**src/common/rv_fetch_pkg.sv**
```systemverilog
`default_nettype none

package rv_fetch_pkg;

  // Address and data width
  localparam int xlen = 32;

  // addi x0, x0, 0
  localparam logic [31:0] i_nop = 32'h0000_0013;

  // Next-PC source
  // Listed lowest to highest priority
  typedef enum logic [1:0] {
    sel_seq      = 2'd0,
    sel_btb      = 2'd1,
    sel_ras      = 2'd2,
    sel_redirect = 2'd3
  } next_pc_sel_e;

  // Prediction state carried with one fetch
  typedef struct packed {
    logic            btb_hit;
    logic            btb_pred_taken;
    logic [xlen-1:0] btb_target;
    logic            btb_is_return;
    logic            ras_valid;
    logic [xlen-1:0] ras_target;
  } pred_t;

  // Bundle handed to decode
  typedef struct packed {
    logic            valid;
    logic [31:0]     instr;
    logic [xlen-1:0] pc;
    logic [xlen-1:0] pc_plus4;
    pred_t           pred;
  } if_id_t;

  // Redirect strobe from execute
  typedef struct packed {
    logic            valid;
    logic [xlen-1:0] pc;
  } redirect_t;

  // BTB training strobe from execute
  typedef struct packed {
    logic            valid;
    logic [xlen-1:0] pc;
    logic [xlen-1:0] target;
    logic            is_call;
    logic            is_return;
  } btb_update_t;

endpackage

`default_nettype wire

```
**src/fetch/btb.sv**
```systemverilog
`timescale 1ns/10ps
`default_nettype none

module btb
  import rv_fetch_pkg::*;
#(
  parameter int btb_entries = 16
) (
  input  logic            clk,
  input  logic            rst_n,
  input  logic [xlen-1:0] pc,
  input  btb_update_t     btb_update,
  output logic            hit,
  output logic            taken,
  output logic [xlen-1:0] target,
  output logic            is_call,
  output logic            is_return
);

  // Word index above the 2 byte-offset bits, tag takes the rest
  localparam int idx_w = $clog2(btb_entries);
  localparam int tag_w = xlen - idx_w - 2;

  typedef struct packed {
    logic [tag_w-1:0] tag;
    logic [xlen-1:0]  target;
    logic             taken;
    logic             is_call;
    logic             is_return;
  } btb_entry_t;

  btb_entry_t             entries [btb_entries];
  logic [btb_entries-1:0] valid;

  logic [idx_w-1:0] rd_idx;
  logic [tag_w-1:0] rd_tag;
  btb_entry_t       rd_entry;
  logic [idx_w-1:0] wr_idx;
  btb_entry_t       wr_entry;

  // Lookup, purely combinational on the fetch PC
  assign rd_idx   = pc[idx_w+1:2];
  assign rd_tag   = pc[xlen-1:idx_w+2];
  assign rd_entry = entries[rd_idx];

  assign hit       = valid[rd_idx] && (rd_entry.tag == rd_tag);
  assign taken     = hit && rd_entry.taken;
  assign target    = rd_entry.target;
  assign is_call   = hit && rd_entry.is_call;
  assign is_return = hit && rd_entry.is_return;

  // Training entry
  assign wr_idx = btb_update.pc[idx_w+1:2];

  always_comb begin
    wr_entry.tag       = btb_update.pc[xlen-1:idx_w+2];
    wr_entry.target    = btb_update.target;
    wr_entry.is_call   = btb_update.is_call;
    wr_entry.is_return = btb_update.is_return;
    // Calls and returns always jump
    // A branch whose target is the fall-through is kept as not taken
    wr_entry.taken = btb_update.is_call || btb_update.is_return ||
                     (btb_update.target != btb_update.pc + xlen'(4));
  end

  always_ff @(posedge clk or negedge rst_n) begin
    if (!rst_n) begin
      valid <= '0;
    end else if (btb_update.valid) begin
      valid[wr_idx] <= 1'b1;
    end
  end

  // Entry payload
  always_ff @(posedge clk) begin
    if (btb_update.valid) begin
      entries[wr_idx] <= wr_entry;
    end
  end

endmodule

`default_nettype wire

```
**src/fetch/fetch_sram.sv**
```systemverilog
`timescale 1ns/10ps
`default_nettype none

module fetch_sram
  import rv_fetch_pkg::*;
#(
  parameter int pipelined = 1
) (
  input  logic            clk,
  input  logic            rst_n,
  input  logic [xlen-1:0] pc,
  input  logic            flush,
  input  logic            id_ready,
  input  pred_t           pred,
  input  logic [31:0]     imem_rdata,
  output logic [31:0]     imem_raddr,
  output logic [31:0]     instr,
  output logic            instr_valid,
  output logic [xlen-1:0] pc_fwd,
  output logic [xlen-1:0] pc_plus4,
  output pred_t           pred_fwd
);

  // Zero-latency SRAM, data returns in the same cycle
  assign imem_raddr = pc;

  if (pipelined != 0) begin : g_buffered
    logic [31:0] instr_buf;
    logic        valid_buf;

    // Capture the returned word when decode accepts
    // Flush drops the slot and leaves a NOP behind
    always_ff @(posedge clk or negedge rst_n) begin
      if (!rst_n) begin
        instr_buf <= i_nop;
        valid_buf <= 1'b0;
      end else if (flush) begin
        instr_buf <= i_nop;
        valid_buf <= 1'b0;
      end else if (id_ready) begin
        instr_buf <= imem_rdata;
        valid_buf <= 1'b1;
      end
    end

    assign instr       = instr_buf;
    assign instr_valid = valid_buf;
  end else begin : g_comb
    // Straight from memory, valid once out of reset
    assign instr       = imem_rdata;
    assign instr_valid = rst_n;
  end

  // Side fields go on unbuffered
  // The IF/ID register lines them up with the instruction
  assign pc_fwd   = pc;
  assign pc_plus4 = pc + xlen'(4);
  assign pred_fwd = pred;

endmodule

`default_nettype wire

```
**src/fetch/pc_gen.sv**
```systemverilog
`timescale 1ns/10ps
`default_nettype none

module pc_gen
  import rv_fetch_pkg::*;
#(
  parameter logic [xlen-1:0] reset_pc = '0
) (
  input  logic            clk,
  input  logic            rst_n,
  input  logic            id_ready,
  input  redirect_t       redirect,
  input  logic            btb_hit,
  input  logic            btb_taken,
  input  logic [xlen-1:0] btb_target,
  input  logic            btb_is_call,
  input  logic            btb_is_return,
  input  logic [xlen-1:0] ras_top,
  input  logic            ras_top_valid,
  output logic [xlen-1:0] pc,
  output logic            ras_push,
  output logic            ras_pop
);

  next_pc_sel_e    next_sel;
  logic [xlen-1:0] next_pc;
  logic            advance;

  // Source select by priority
  // Return only uses the RAS when it holds an entry
  always_comb begin
    if (redirect.valid) begin
      next_sel = sel_redirect;
    end else if (btb_hit && btb_is_return && ras_top_valid) begin
      next_sel = sel_ras;
    end else if (btb_hit && btb_taken) begin
      next_sel = sel_btb;
    end else begin
      next_sel = sel_seq;
    end
  end

  always_comb begin
    case (next_sel)
      sel_redirect: next_pc = redirect.pc;
      sel_ras:      next_pc = ras_top;
      sel_btb:      next_pc = btb_target;
      default:      next_pc = pc + xlen'(4);
    endcase
  end

  // Redirect moves the PC even under back-pressure
  assign advance = id_ready || redirect.valid;

  // Push only when the predicted call is actually followed
  assign ras_push = advance && (next_sel == sel_btb) && btb_is_call;
  assign ras_pop  = advance && (next_sel == sel_ras);

  always_ff @(posedge clk or negedge rst_n) begin
    if (!rst_n) begin
      pc <= reset_pc;
    end else if (advance) begin
      pc <= next_pc;
    end
  end

endmodule

`default_nettype wire

```
**src/fetch/ras.sv**
```systemverilog
`timescale 1ns/10ps
`default_nettype none

module ras
  import rv_fetch_pkg::*;
#(
  parameter int ras_depth = 4
) (
  input  logic            clk,
  input  logic            rst_n,
  input  logic [xlen-1:0] pc,
  input  logic            push,
  input  logic            pop,
  output logic [xlen-1:0] top,
  output logic            top_valid
);

  localparam int ptr_w = (ras_depth > 1) ? $clog2(ras_depth) : 1;
  localparam int cnt_w = $clog2(ras_depth + 1);

  logic [xlen-1:0]  stack [ras_depth];
  logic [ptr_w-1:0] top_ptr;
  logic [ptr_w-1:0] ptr_inc;
  logic [ptr_w-1:0] ptr_dec;
  logic [ptr_w-1:0] wr_ptr;
  logic [cnt_w-1:0] count;
  logic [xlen-1:0]  ret_addr;

  // Return address of the call at pc
  assign ret_addr = pc + xlen'(4);

  // Wrapping pointer steps
  assign ptr_inc = (top_ptr == ptr_w'(ras_depth - 1)) ? '0 : top_ptr + 1'b1;
  assign ptr_dec = (top_ptr == '0) ? ptr_w'(ras_depth - 1) : top_ptr - 1'b1;

  // Push with pop replaces the top in place
  assign wr_ptr = pop ? top_ptr : ptr_inc;

  always_ff @(posedge clk or negedge rst_n) begin
    if (!rst_n) begin
      top_ptr <= '0;
      count   <= '0;
    end else if (push && pop) begin
      if (count == '0) begin
        count <= cnt_w'(1);
      end
    end else if (push) begin
      top_ptr <= ptr_inc;
      // Full stack drops its oldest entry, count saturates
      if (count != cnt_w'(ras_depth)) begin
        count <= count + 1'b1;
      end
    end else if (pop && (count != '0)) begin
      top_ptr <= ptr_dec;
      count   <= count - 1'b1;
    end
  end

  always_ff @(posedge clk) begin
    if (push) begin
      stack[wr_ptr] <= ret_addr;
    end
  end

  assign top       = stack[top_ptr];
  assign top_valid = (count != '0);

endmodule

`default_nettype wire

```
**src/logic/if_id_reg.sv**
```systemverilog
`timescale 1ns/10ps
`default_nettype none

module if_id_reg
  import rv_fetch_pkg::*;
#(
  parameter int pipelined = 1
) (
  input  logic            clk,
  input  logic            rst_n,
  input  logic            flush,
  input  logic            id_ready,
  input  logic [xlen-1:0] pc,
  input  logic [xlen-1:0] pc_plus4,
  input  pred_t           pred,
  output logic [xlen-1:0] pc_q,
  output logic [xlen-1:0] pc_plus4_q,
  output pred_t           pred_q
);

  if (pipelined != 0) begin : g_reg
    logic [xlen-1:0] pc_r;
    logic [xlen-1:0] pc_plus4_r;
    logic [xlen-1:0] btb_target_r;
    logic [xlen-1:0] ras_target_r;
    logic            btb_hit_r;
    logic            btb_taken_r;
    logic            btb_is_return_r;
    logic            ras_valid_r;

    // Prediction flags, cleared so a flushed slot predicts nothing
    always_ff @(posedge clk or negedge rst_n) begin
      if (!rst_n) begin
        btb_hit_r       <= 1'b0;
        btb_taken_r     <= 1'b0;
        btb_is_return_r <= 1'b0;
        ras_valid_r     <= 1'b0;
      end else if (flush) begin
        btb_hit_r       <= 1'b0;
        btb_taken_r     <= 1'b0;
        btb_is_return_r <= 1'b0;
        ras_valid_r     <= 1'b0;
      end else if (id_ready) begin
        btb_hit_r       <= pred.btb_hit;
        btb_taken_r     <= pred.btb_pred_taken;
        btb_is_return_r <= pred.btb_is_return;
        ras_valid_r     <= pred.ras_valid;
      end
    end

    // Addresses, held under back-pressure
    always_ff @(posedge clk) begin
      if (!flush && id_ready) begin
        pc_r         <= pc;
        pc_plus4_r   <= pc_plus4;
        btb_target_r <= pred.btb_target;
        ras_target_r <= pred.ras_target;
      end
    end

    assign pc_q       = pc_r;
    assign pc_plus4_q = pc_plus4_r;
    assign pred_q     = '{
      btb_hit:        btb_hit_r,
      btb_pred_taken: btb_taken_r,
      btb_target:     btb_target_r,
      btb_is_return:  btb_is_return_r,
      ras_valid:      ras_valid_r,
      ras_target:     ras_target_r
    };
  end else begin : g_pass
    assign pc_q       = pc;
    assign pc_plus4_q = pc_plus4;
    assign pred_q     = pred;
  end

endmodule

`default_nettype wire

```
**src/logic/rv_fetch_top.sv**
```systemverilog
`timescale 1ns/10ps
`default_nettype none

module rv_fetch_top
  import rv_fetch_pkg::*;
#(
  parameter logic [xlen-1:0] reset_pc    = '0,
  parameter int              btb_entries = 16,
  parameter int              ras_depth   = 4,
  parameter int              pipelined   = 1
) (
  input  logic        clk,
  input  logic        rst_n,
  input  logic        id_ready,
  input  redirect_t   redirect,
  input  btb_update_t btb_update,
  input  logic [31:0] imem_rdata,
  output logic [31:0] imem_raddr,
  output if_id_t      id_out
);

  // Fetch PC and its predictors
  logic [xlen-1:0] pc;
  logic            btb_hit;
  logic            btb_taken;
  logic [xlen-1:0] btb_target;
  logic            btb_is_call;
  logic            btb_is_return;
  logic            ras_push;
  logic            ras_pop;
  logic [xlen-1:0] ras_top;
  logic            ras_top_valid;
  pred_t           pred_if;

  // Fetch stage to IF/ID
  logic [31:0]     instr;
  logic            instr_valid;
  logic [xlen-1:0] pc_fwd;
  logic [xlen-1:0] pc_plus4_fwd;
  pred_t           pred_fwd;

  // IF/ID outputs
  logic [xlen-1:0] pc_q;
  logic [xlen-1:0] pc_plus4_q;
  pred_t           pred_q;

  pc_gen #(
    .reset_pc(reset_pc)
  ) u_pc_gen (
    .clk          (clk),
    .rst_n        (rst_n),
    .id_ready     (id_ready),
    .redirect     (redirect),
    .btb_hit      (btb_hit),
    .btb_taken    (btb_taken),
    .btb_target   (btb_target),
    .btb_is_call  (btb_is_call),
    .btb_is_return(btb_is_return),
    .ras_top      (ras_top),
    .ras_top_valid(ras_top_valid),
    .pc           (pc),
    .ras_push     (ras_push),
    .ras_pop      (ras_pop)
  );

  btb #(
    .btb_entries(btb_entries)
  ) u_btb (
    .clk       (clk),
    .rst_n     (rst_n),
    .pc        (pc),
    .btb_update(btb_update),
    .hit       (btb_hit),
    .taken     (btb_taken),
    .target    (btb_target),
    .is_call   (btb_is_call),
    .is_return (btb_is_return)
  );

  ras #(
    .ras_depth(ras_depth)
  ) u_ras (
    .clk      (clk),
    .rst_n    (rst_n),
    .pc       (pc),
    .push     (ras_push),
    .pop      (ras_pop),
    .top      (ras_top),
    .top_valid(ras_top_valid)
  );

  // Predictions seen for this fetch
  assign pred_if = '{
    btb_hit:        btb_hit,
    btb_pred_taken: btb_taken,
    btb_target:     btb_target,
    btb_is_return:  btb_is_return,
    ras_valid:      ras_top_valid,
    ras_target:     ras_top
  };

  fetch_sram #(
    .pipelined(pipelined)
  ) u_fetch_sram (
    .clk        (clk),
    .rst_n      (rst_n),
    .pc         (pc),
    .flush      (redirect.valid),
    .id_ready   (id_ready),
    .pred       (pred_if),
    .imem_rdata (imem_rdata),
    .imem_raddr (imem_raddr),
    .instr      (instr),
    .instr_valid(instr_valid),
    .pc_fwd     (pc_fwd),
    .pc_plus4   (pc_plus4_fwd),
    .pred_fwd   (pred_fwd)
  );

  if_id_reg #(
    .pipelined(pipelined)
  ) u_if_id_reg (
    .clk       (clk),
    .rst_n     (rst_n),
    .flush     (redirect.valid),
    .id_ready  (id_ready),
    .pc        (pc_fwd),
    .pc_plus4  (pc_plus4_fwd),
    .pred      (pred_fwd),
    .pc_q      (pc_q),
    .pc_plus4_q(pc_plus4_q),
    .pred_q    (pred_q)
  );

  // Instruction and valid come from the fetch stage, the rest from IF/ID
  assign id_out = '{
    valid:    instr_valid,
    instr:    instr,
    pc:       pc_q,
    pc_plus4: pc_plus4_q,
    pred:     pred_q
  };

endmodule

`default_nettype wire

```
**config.mk**
```make
export PLATFORM = sky130hd
export DESIGN_NAME = rv_fetch_top
export DESIGN_NICKNAME = d
export VERILOG_FILES = /design/src/common/rv_fetch_pkg.sv /design/src/fetch/btb.sv /design/src/fetch/fetch_sram.sv /design/src/fetch/pc_gen.sv /design/src/fetch/ras.sv /design/src/logic/if_id_reg.sv /design/src/logic/rv_fetch_top.sv
export SDC_FILE = /design/constraint.sdc
export NUM_CORES = 1
export LEC_CHECK = 0
export BUFFER_PORTS_ARGS = -buffer_cell sky130_fd_sc_hd__buf_2
export CORE_MARGIN = 1
export CORE_UTILIZATION = 25
export CTS_CLUSTER_DIAMETER = 120
export DETAILED_ROUTE_END_ITERATION = 6
export GPL_ROUTABILITY_DRIVEN = 0
export PLACE_DENSITY = 0.36
export SLEW_MARGIN = 20
export SYNTH_ARGS = -nofsm -noshare
export SYNTH_HDL_FRONTEND = slang
export SYNTH_SLANG_ARGS = --single-unit
```
**constraint.sdc**
```tcl
create_clock -name clk -period 8.8 [get_ports clk]
set_clock_uncertainty 0.2 [all_clocks]
set_input_delay 1.76 -clock clk [delete_from_list [all_inputs] [get_ports clk]]
set_output_delay 1.76 -clock clk [all_outputs]
set_load 0.01 [all_outputs]
```
Word level (Yosys, flattened, before mapping)
Memories as Yosys holds them, arrays and structs flattened.
Cells that the tools add are included.

cells by class
  reduce and logical (&&, ||, !) cells = 26
  bitwise operators = 2
  magnitude comparators = 3
  mux-type cells = 34
  $add $sub $neg = 6
  equality and inequality tests = 9

operators by type and width
  cell                                                  number
  one-hot mux 32 bit (3 select lines)                   1
  adder 32 x 3 -> 32 bit (second input constant)        2
  2-to-1 mux 32 bit                                     2
  != test 32 bit                                        1
  == test 26 bit                                        1
  2-to-1 mux 1 bit                                      17
  OR 16 bit                                             1
  2-to-1 mux 3 bit                                      5
  logical AND 1 bit                                     14
  2-to-1 mux 2 bit                                      7
  < comparator 4 x 5 -> 1 bit (second input constant)   2
  == test 2 bit (second input constant)                 3
  != test 3 bit (second input constant)                 2
  nonzero test 3 bit                                    2
  binary-select mux 1 bit (select 4 bit)                1
  demux 1 bit (select 4 bit)                            1
  >= comparator 4 x 1 -> 1 bit (second input constant)  1
  nonzero test 2 bit                                    2
  adder 3 x 1 -> 3 bit (second input constant)          1
  logical NOT 3 bit                                     1
  logical OR 1 bit                                      3
  AND reduction 3 bit                                   1
  subtractor 3 x 1 -> 3 bit (second input constant)     1
  adder 2 x 1 -> 2 bit (second input constant)          1
  other kinds (7)                                       7

word-level totals
  bits of input ports = 135
  output and inout port bits = 197
  register bits = 218
  bits in writable memories = 1104
  memories = 2

memories
  name           words  width  rd ports  clocked after memory_dff  write ports  line       text
  u_btb.entries  16     61     1         0                         1            btb.sv:32  btb_entry_t entries [btb_entries];
  u_ras.stack    4      32     1         0                         1            ras.sv:21  logic [xlen-1:0] stack [ras_depth];

Logic depth before layout (Yosys ltp)
Gate-level depths: netlist of run 1.

  word-level depth = 14
  mapped depth = 21
  depth with buffers taken out = 13

By module
A second synthesis of run 1 with hierarchy kept.

unflattened totals
  cell total of the unflattened synthesis = 2858
  area, all modules = 54558.6 um^2

modules (own cells, without submodules)
  module        sequential area each (um^2)  area each (um^2)  cells an instance  times used
  btb           29708.5                      39265.2           1748               1
  ras           3968.8                       5659.2            312                1
  if_id_reg     3943.8                       4046.4            146                1
  fetch_sram    829.5                        2886.5            322                1
  pc_gen        800.8                        2693.8            329                1
  rv_fetch_top  0.0                          7.5               1                  1

Worst setup path after synthesis of run 1
OpenSTA, ideal clock, no wires.

  path kind = register -> register
  start point = register u_pc_gen.pc[2]
  end point = memory u_ras.stack[3][0], enable pin
  slack = 1.523 ns
  period minus slack after synthesis = 7.277 ns
  setup time = 0.501 ns
  stages on the path, launching flop included = 16
  required time = 8.099 ns
  arrival time = 6.575 ns
  cells stage by stage = dfrtp_1 buf_6 buf_4 buf_6 buf_6 buf_4 mux4_2 a22o_1 a221oi_1 xor2_1 nand2_1 a211oi_2 nand4_1 or2_1 clkbuf_1 nor4_1

between the ends
  cells in the longest elaborated chain, start to end = 13
  elaborated cells on any way between the ends = 22

ends and longest elaborated chain
  element                                                                              line                        text
  from (decl)                                                                          pc_gen.sv:20                output logic [xlen-1:0] pc,
  from (signal assigned)                                                               pc_gen.sv:61                pc <= reset_pc;
  from (signal assigned)                                                               pc_gen.sv:63                pc <= next_pc;
  memory read (16 x 61 bit) or binary-select mux 1 bit (select 4 bit) (tied branches)  n/a
  == test 26 bit or 2-to-1 mux 1 bit (tied branches)                                   btb.sv:46                   assign hit = valid[rd_idx] && (rd_entry.tag == rd_tag);
  logical AND 1 bit                                                                    btb.sv:46
  logical AND 1 bit (on tied branches)                                                 btb.sv:47, btb.sv:50
  logical AND 1 bit (on tied branches)                                                 pc_gen.sv:36, pc_gen.sv:34
  2-to-1 mux 1 bit or logical AND 1 bit (tied branches)                                pc_gen.sv:36, pc_gen.sv:34
  2-to-1 mux 2 bit                                                                     pc_gen.sv:34                end else if (btb_hit && btb_is_return && ras_top_valid) begin
  2-to-1 mux 2 bit                                                                     pc_gen.sv:32                if (redirect.valid) begin
  == test 2 x 1 -> 1 bit                                                               pc_gen.sv:56                assign ras_push = advance && (next_sel == sel_btb) && btb_is_call;
  logical AND 1 bit (2 in a row)                                                       pc_gen.sv:56
  2-to-1 mux 1 bit                                                                     ras.sv:60                   if (push) begin
  2-to-1 mux 1 bit (implied by the code)                                               ras.sv:61                   stack[wr_ptr] <= ret_addr;
  to (decl)                                                                            ras.sv:21

Several ways; a longest one is shown, not always the timed one. The select of a mux whose other input is x is not followed.

Worst setup path after layout of run 1
  start point = register u_pc_gen.pc[3]
  end point = memory u_ras.stack[1][17], enable pin

The elaborated chain is that of the path after synthesis.

==> impl_metrics.ini, run 1 <==
[clock_network]
clockRootBuffer = clkbuf_16
clkSlewWorstSetupHoldPaths_ns = 0.06
cts_tree = done
h-tree-depth = 4
cts_setup_buffers = 0
cts_resized = 0
clock_latency_ns = 0.83
clk_path_buf_depth = 3
cts.sinks = 1320
ctsHoldBuffers = 0
cts_buffers = 154

[sta]
setup_violations = 0
tightest_slew_ns = 1.151
rsz0062_at_grt = no
fin_crit_ns = 6.399
layout_setup_ws_ns = 2.401
slew_headroom = 0.2299
setup_tns_ns = 0
timing.final.crit_share = 0.7272
maxSlewViolCount = 0
max_freq_ghz = 0.1563
hold_viol_final = 0

[logic_synthesis]
synthCells = 2754
ys_warn_count = 0
synthDistinctLibCells = 85
synth.avg_cell_area_um2 = 19.34
synthArstFlopShare = 0.06818
ys_seq_area_frac = 0.7357
synth_edf_count = 1230
synth_ff_type = edfxtp_1
synth-seq-cells = 1320
synth_area_mm2 = 0.05327
synth_fp_nets = 2897

[worst_setup_path]
critPathLaunchType = flop
path_class = reg -> reg
path_max_fanout = 56
crit_arrival_ns = 6.64
crit_required_ns = 9.04
endpoint_kind = flop

[pwr]
seqPwrFrac = 0.475
p_sw_mw = 3.978
p_per_area_mw_per_mm2 = 240.6
p_leak_nw = 20.80
netSwitchingFraction = 0.2612
power.internal_mw = 11.25
p_clk_frac = 0.409
ir_worst_vdd_mv = 0.2235
combPwrFrac = 0.117

[final_layout]
fin_nets = 3295
syn2layout_area_growth_pct = 18.85
finalInstanceArea_mm2 = 0.06331
fill_cells = 20810
finalNonFillerCells = 6109
drive_above_1_share = 0.3009

[global_route]
grtUsageMet1 = 0.2286
grt_max_degree = 72
grt_antenna_before_repair = 44
grt-ovfl-total = 0
grt_pass1_wl_um = 252200
grt-busiest-layer = met2
use_met2 = 0.2680
grt_util_met3 = 0.04109
grt_pass1_vias = 30330
grt_usage = 0.1690

[route]
drc = 0
drtIter0Drc = 2807
antenna_left = 0
drt_pre_antenna_iters = 5
viasPerCell = 4.804
wl_per_cell_um = 30.14
wl_um = 184100
route.vias.total = 29350

[floorplan]
initial_core_util = 0.2514
num_rows = 169
io_pins = 332
die_w_um = 463.6
die_h_um = 463.6
coreArea_mm2 = 0.2119
dieArea_mm2 = 0.2149

[placement]
portBuffers = 331
postPlaceCellArea_mm2 = 0.05834
dpl.hpwl_um = 117000
placed_cells = 5816
dp_worst_setup_slack_ns = 2.293

[run]
drv_cap = 0

[worst_hold_path]
min_path_type = reg -> reg

[outcome]
status = completed
-- Yosys cell counts, types with 14 or more instances --
cell | n | share of area
buf_4 | 24 | 0.0034
edfxtp_1 | 1230 | 0.69
nand4_1 | 21 | 0.0025
a22oi_1 | 50 | 0.0070
nand3_1 | 30 | 0.0028
or4_1 | 15 | 0.0021
buf_6 | 16 | 0.0034
clkbuf_1 | 68 | 0.0048
nand2_1 | 96 | 0.0068
a211oi_1 | 14 | 0.0020
a31oi_1 | 17 | 0.0020
nor2_1 | 106 | 0.0075
nor4_1 | 20 | 0.0023
and3_1 | 14 | 0.0016
dfrtp_1 | 87 | 0.041
buf_2 | 34 | 0.0032
or2_2 | 19 | 0.0022
xor2_1 | 25 | 0.0041
nor3_1 | 30 | 0.0028
a21oi_1 | 28 | 0.0026
xnor2_1 | 61 | 0.010
mux4_2 | 266 | 0.11
o21ai_0 | 31 | 0.0029
inv_1 | 23 | 0.0016
buf_1 | 21 | 0.0015
mux2i_1 | 137 | 0.026
nand2b_1 | 19 | 0.0022
o22ai_1 | 27 | 0.0032
or3_1 | 16 | 0.0019
mux2_2 | 32 | 0.0068
-- path summary, 6_finish.rpt --
check	start	endpoint	slack (ns)	cells past startpoint
max in group asynchronous	rst_n	u_pc_gen.pc[3]	6.37	2
worst max-delay path	u_pc_gen.pc[3]	u_ras.stack[1][17]	2.40	11
min in group asynchronous	rst_n	u_fetch_sram.instr[8]	0.71	1
worst min register to register	u_btb.valid[2]	u_btb.valid[2]	0.26	1
worst max register to register	u_pc_gen.pc[3]	u_ras.stack[1][17]	2.40	11
worst min-delay path	u_btb.valid[2]	u_btb.valid[2]	0.26	1
-- layer usage --
metal | wire [µm] | part of all wire
met3 | 12880 | 0.070
met1 | 80840 | 0.44
met5 | 195 | 0.0011
met2 | 85520 | 0.46
met4 | 4704 | 0.026
-- cell type report --
| class | instances | area [µm²] | area share |
|---|---|---|---|
| diodes | 8 | 20.02 | 0.0003162 |
| flip-flops and latches | 1320 | 39210 | 0.6192 |
| multi-input cells | 1243 | 13220 | 0.2089 |
| well taps | 2821 | 3530 | 0.05575 |
| clock inverters | 90 | 875.8 | 0.01383 |
| clock buffers | 194 | 4045 | 0.06389 |
| inverters | 24 | 97.59 | 0.001542 |
| repair buffers | 409 | 2315 | 0.03656 |
-- power by group through the flow --
stage          Combinational, mW  Clock [mW]  Sequential (mW)
5_1_grt                     1.88        6.63             7.24
3_5_place_dp                1.80           0             7.36
3_3_place_gp                1.79           0             7.35
2_1_floorplan              0.985           0             7.29
4_1_cts                     1.81        6.42             7.23
6_report                    1.78        6.23             7.23
-- worst max-delay path, cell delays in order (launching register included) --
cell,delay [ns]
dfrtp_4,1.04
buf_4,0.77
mux4_2,0.41
a22o_1,0.26
a221oi_1,0.83
xor2_1,0.20
nand2_1,0.10
a211oi_2,0.45
nand4_1,0.43
or2_1,0.47
nor4_2,0.19
buf_4,0.50
-- state kept, by name, indices dropped and copies added, names as in the netlist --
name	cells
u_if_id_reg.g_reg.btb_hit_r	1
u_if_id_reg.g_reg.ras_valid_r	1
u_if_id_reg.pc_plus4_q	30
u_if_id_reg.pc_q	32
u_if_id_reg.g_reg.btb_is_return_r	1
u_btb.valid	16
u_if_id_reg.g_reg.btb_target_r	32
u_fetch_sram.instr	32
u_if_id_reg.g_reg.btb_taken_r	1
u_ras.count	3
u_pc_gen.pc	32
u_btb.entries	976
u_ras.top_ptr	2
u_fetch_sram.instr_valid	1
u_if_id_reg.g_reg.ras_target_r	32
u_ras.stack	128
-- stage by stage --
stage / power (mW) / hold WS, ns / utilization
2_1_floorplan: 8.279 / 0.2337 / -
3_3_place_gp: 9.144 / 0.2492 / 0.2753
3_5_place_dp: 9.160 / 0.2498 / 0.2753
4_1_cts: 15.45 / 0.2630 / 0.2986
5_1_grt: 15.75 / 0.2770 / 0.2987
6_report: 15.23 / 0.2596 / 0.2988
-- kinds of logic after synthesis --
kind of cell,Yosys count,share of synthesized area
and+or+nand+nor,426,0.04085
AOI/OAI and AO/OA,276,0.03751
DFF,1320,0.7357
muxes,447,0.1509
buffers and inverters,191,0.01886
adders and majority gates,8,0.002020
xor gates and xnor gates,86,0.01414
-- layout by cell type (no fill, tap or decap), types with 14 or more instances in the layout --
master / n
and3_1: 14
xor2_1: 25
clkbuf_1: 37
clkbuf_16: 155
a31oi_1: 17
inv_1: 20
o22ai_1: 27
or4_1: 15
xnor2_1: 61
o21ai_0: 31
a22oi_1: 50
nand2_1: 96
nand4_1: 21
mux2_2: 32
clkinv_2: 30
a211oi_1: 14
nand2b_1: 19
a21oi_1: 28
or2_2: 19
buf_4: 74
clkinv_1: 33
buf_2: 330
mux4_2: 266
nand3_1: 30
or3_1: 16
nor4_1: 17
mux2i_1: 137
nor3_1: 24
edfxtp_1: 1230
nor2_1: 93
dfrtp_1: 82
No activity file was read; power rests on OpenSTA's default activity.
==> run 2, diff against run 1 <==
==> constraint.sdc (replaced) <==
create_clock -name clk -period 6.2 [get_ports clk]
set_clock_uncertainty 0.2 [all_clocks]
set_input_delay 1.24 -clock clk [delete_from_list [all_inputs] [get_ports clk]]
set_output_delay 1.24 -clock clk [all_outputs]
set_load 0.01 [all_outputs]
==> impl_metrics.ini, run 2 (synthesized netlist as in run 1, its figures left out) <==
[outcome]
status = completed

[worst_setup_path]
path_cells = mux4_1 > mux2i_1 > nor3_1 > or4_1 > a211o_1 > or3_1 > nor4_2 > buf_4 > a22oi_1 > a21oi_1
reg2reg_depth = 10
crit_required_ns = 6.70
slowest_stage = dfrtp_4
cp_slowest_stage_delay_ns = 0.98
r2r-end = u_pc_gen.pc[14]
crit_buf_inv = 1
critPathTopFamily = simple AND/OR/NAND/NOR gates
crit_arrival_ns = 5.88
endpoint_kind = flop
reg2reg_slack_ns = 0.82
path_max_fanout = 47
r2r_start = u_pc_gen.pc[2]
path_class = reg -> reg
critPathLaunchType = flop

[sta]
rsz0062_at_grt = no
max_freq_ghz = 0.1858
tightest_slew_ns = 1.156
fin_crit_ns = 5.383
slew_headroom = 0.2292
maxSlewViolCount = 0
hold_viol_final = 0
timing.final.crit_share = 0.8683
setup_violations = 0

[global_route]
grt_pass1_wl_um = 255900
grt-ovfl-total = 0
grt_pass1_vias = 30470
grt_max_degree = 82
grt_usage = 0.1712
grt_antenna_before_repair = 45

[pwr]
ir_worst_vdd_mv = 0.2911
p_per_area_mw_per_mm2 = 340.9
total_power_mw = 21.83
p_leak_nw = 21.17

[worst_hold_path]
hold_end = u_btb.valid[11]
hp-start = u_btb.valid[11]
min_path_type = reg -> reg
holdPathStages = 1

[final_layout]
fill_cells = 20770
regMostFlops = u_btb.entries
reg.largest.list = u_btb.entries: 976 flops, u_ras.stack: 128 flops
fin_nets = 3350
largest_reg_flops = 976
final_util = 0.3023
syn2layout_area_growth_pct = 20.24
ff_latch_area_mm2 = 0.03921
layout_common_cells = edfxtp_1, buf_2, mux4_2
final_common_cell = edfxtp_1
multiInputGateArea_mm2 = 0.01325
drive_above_1_share = 0.3109

[route]
antenna_left = 0
wl_per_cell_um = 30.25
top_layer = met5
routed-wl-met3_um = 10170
drtIter0Drc = 2642
wl_met2_um = 88700
viasPerCell = 4.788
wirelength_met1_um = 84080
wl_um = 186300
drc = 0
route.vias.total = 29480
drt_pre_antenna_iters = 5

[run]
drv_cap = 0

[clock_network]
clock_latency_ns = 0.82
cts.sinks = 1320
cts_setup_buffers = 0
clk_path_buf_depth = 3
cts_buffers = 157
clkSlewWorstSetupHoldPaths_ns = 0.06
clockRootBuffer = clkbuf_16
cts_resized = 0
cts_tree = done
ctsHoldBuffers = 0
h-tree-depth = 4

[floorplan]
coreArea_mm2 = 0.2119
num_rows = 169
dieArea_mm2 = 0.2149
die_h_um = 463.6
initial_core_util = 0.2514
io_pins = 332
die_w_um = 463.6

[placement]
portBuffers = 331
dpl.hpwl_um = 121900
==> run 2: changes by cell type in the layout (fill, tap and decap cells not counted), moves of 6 or more <==
cell / previous run / this run
clkbuf_8: 2 / 8
buf_4: 74 / 113
clkbuf_1: 37 / 43
clkinv_2: 30 / 15
buf_12: 4 / 14
==> run 2: metal layers <==
layer,GRT usage,vias up
met2,0.2780,998
met4,0.03407,26
met3,0.03394,231
met1,0.2369,15980
met5,0,-
li1,-,12250
==> run 2: worst max-delay path by stage <==
| stage | startpoint | to | slack [ns] | cells after the start |
|---|---|---|---|---|
| floorplan | u_pc_gen.pc[2] | u_ras.stack[3][0] | -1.08 | 15 |
| global placement | u_pc_gen.pc[2] | u_pc_gen.pc[14] | 0.74 | 10 |
| detailed placement | u_pc_gen.pc[2] | u_pc_gen.pc[14] | 0.74 | 10 |
| CTS | u_pc_gen.pc[2] | u_pc_gen.pc[14] | 0.71 | 10 |
| global route | u_pc_gen.pc[2] | u_ras.count[2] | 0.56 | 13 |
| finish | u_pc_gen.pc[2] | u_pc_gen.pc[14] | 0.82 | 10 |
==> run 2: where the power goes <==
part           leakage (nW)  internal, mW  total (mW)  switching, mW
logic                  6.47         0.927        2.56           1.63
registers              12.3          10.0        10.2          0.206
clock network          2.44          5.20        9.03           3.83
total                  21.2          16.2        21.8           5.66
==> run 2: per-stage QoR <==
| step | area, µm² | instances | worst slack (ns) | setup TNS (ns) | hold WS, ns |
|---|---|---|---|---|---|
| 2_1_floorplan | 53290 | 2754 | -1.077 | -83.03 | 0.2337 |
| 3_3_place_gp | 58830 | 5864 | 0.7400 | 0 | 0.2478 |
| 3_5_place_dp | 58970 | 5869 | 0.7416 | 0 | 0.2513 |
| 4_1_cts | 64040 | 6153 | 0.7060 | 0 | 0.2656 |
| 5_1_grt | 64040 | 6153 | 0.5612 | 0 | 0.2772 |
| 6_report | 64050 | 6157 | 0.8165 | 0 | 0.2616 |
==> run 2: area by class of cell <==
type	count	area share
diodes	4	0.0001563
clock buffers	208	0.06558
clock inverters	76	0.01362
inverters	24	0.001524
multi-input cells	1243	0.2068
flip-flops and latches	1320	0.6121
well taps	2821	0.05511
repair buffers	461	0.04512
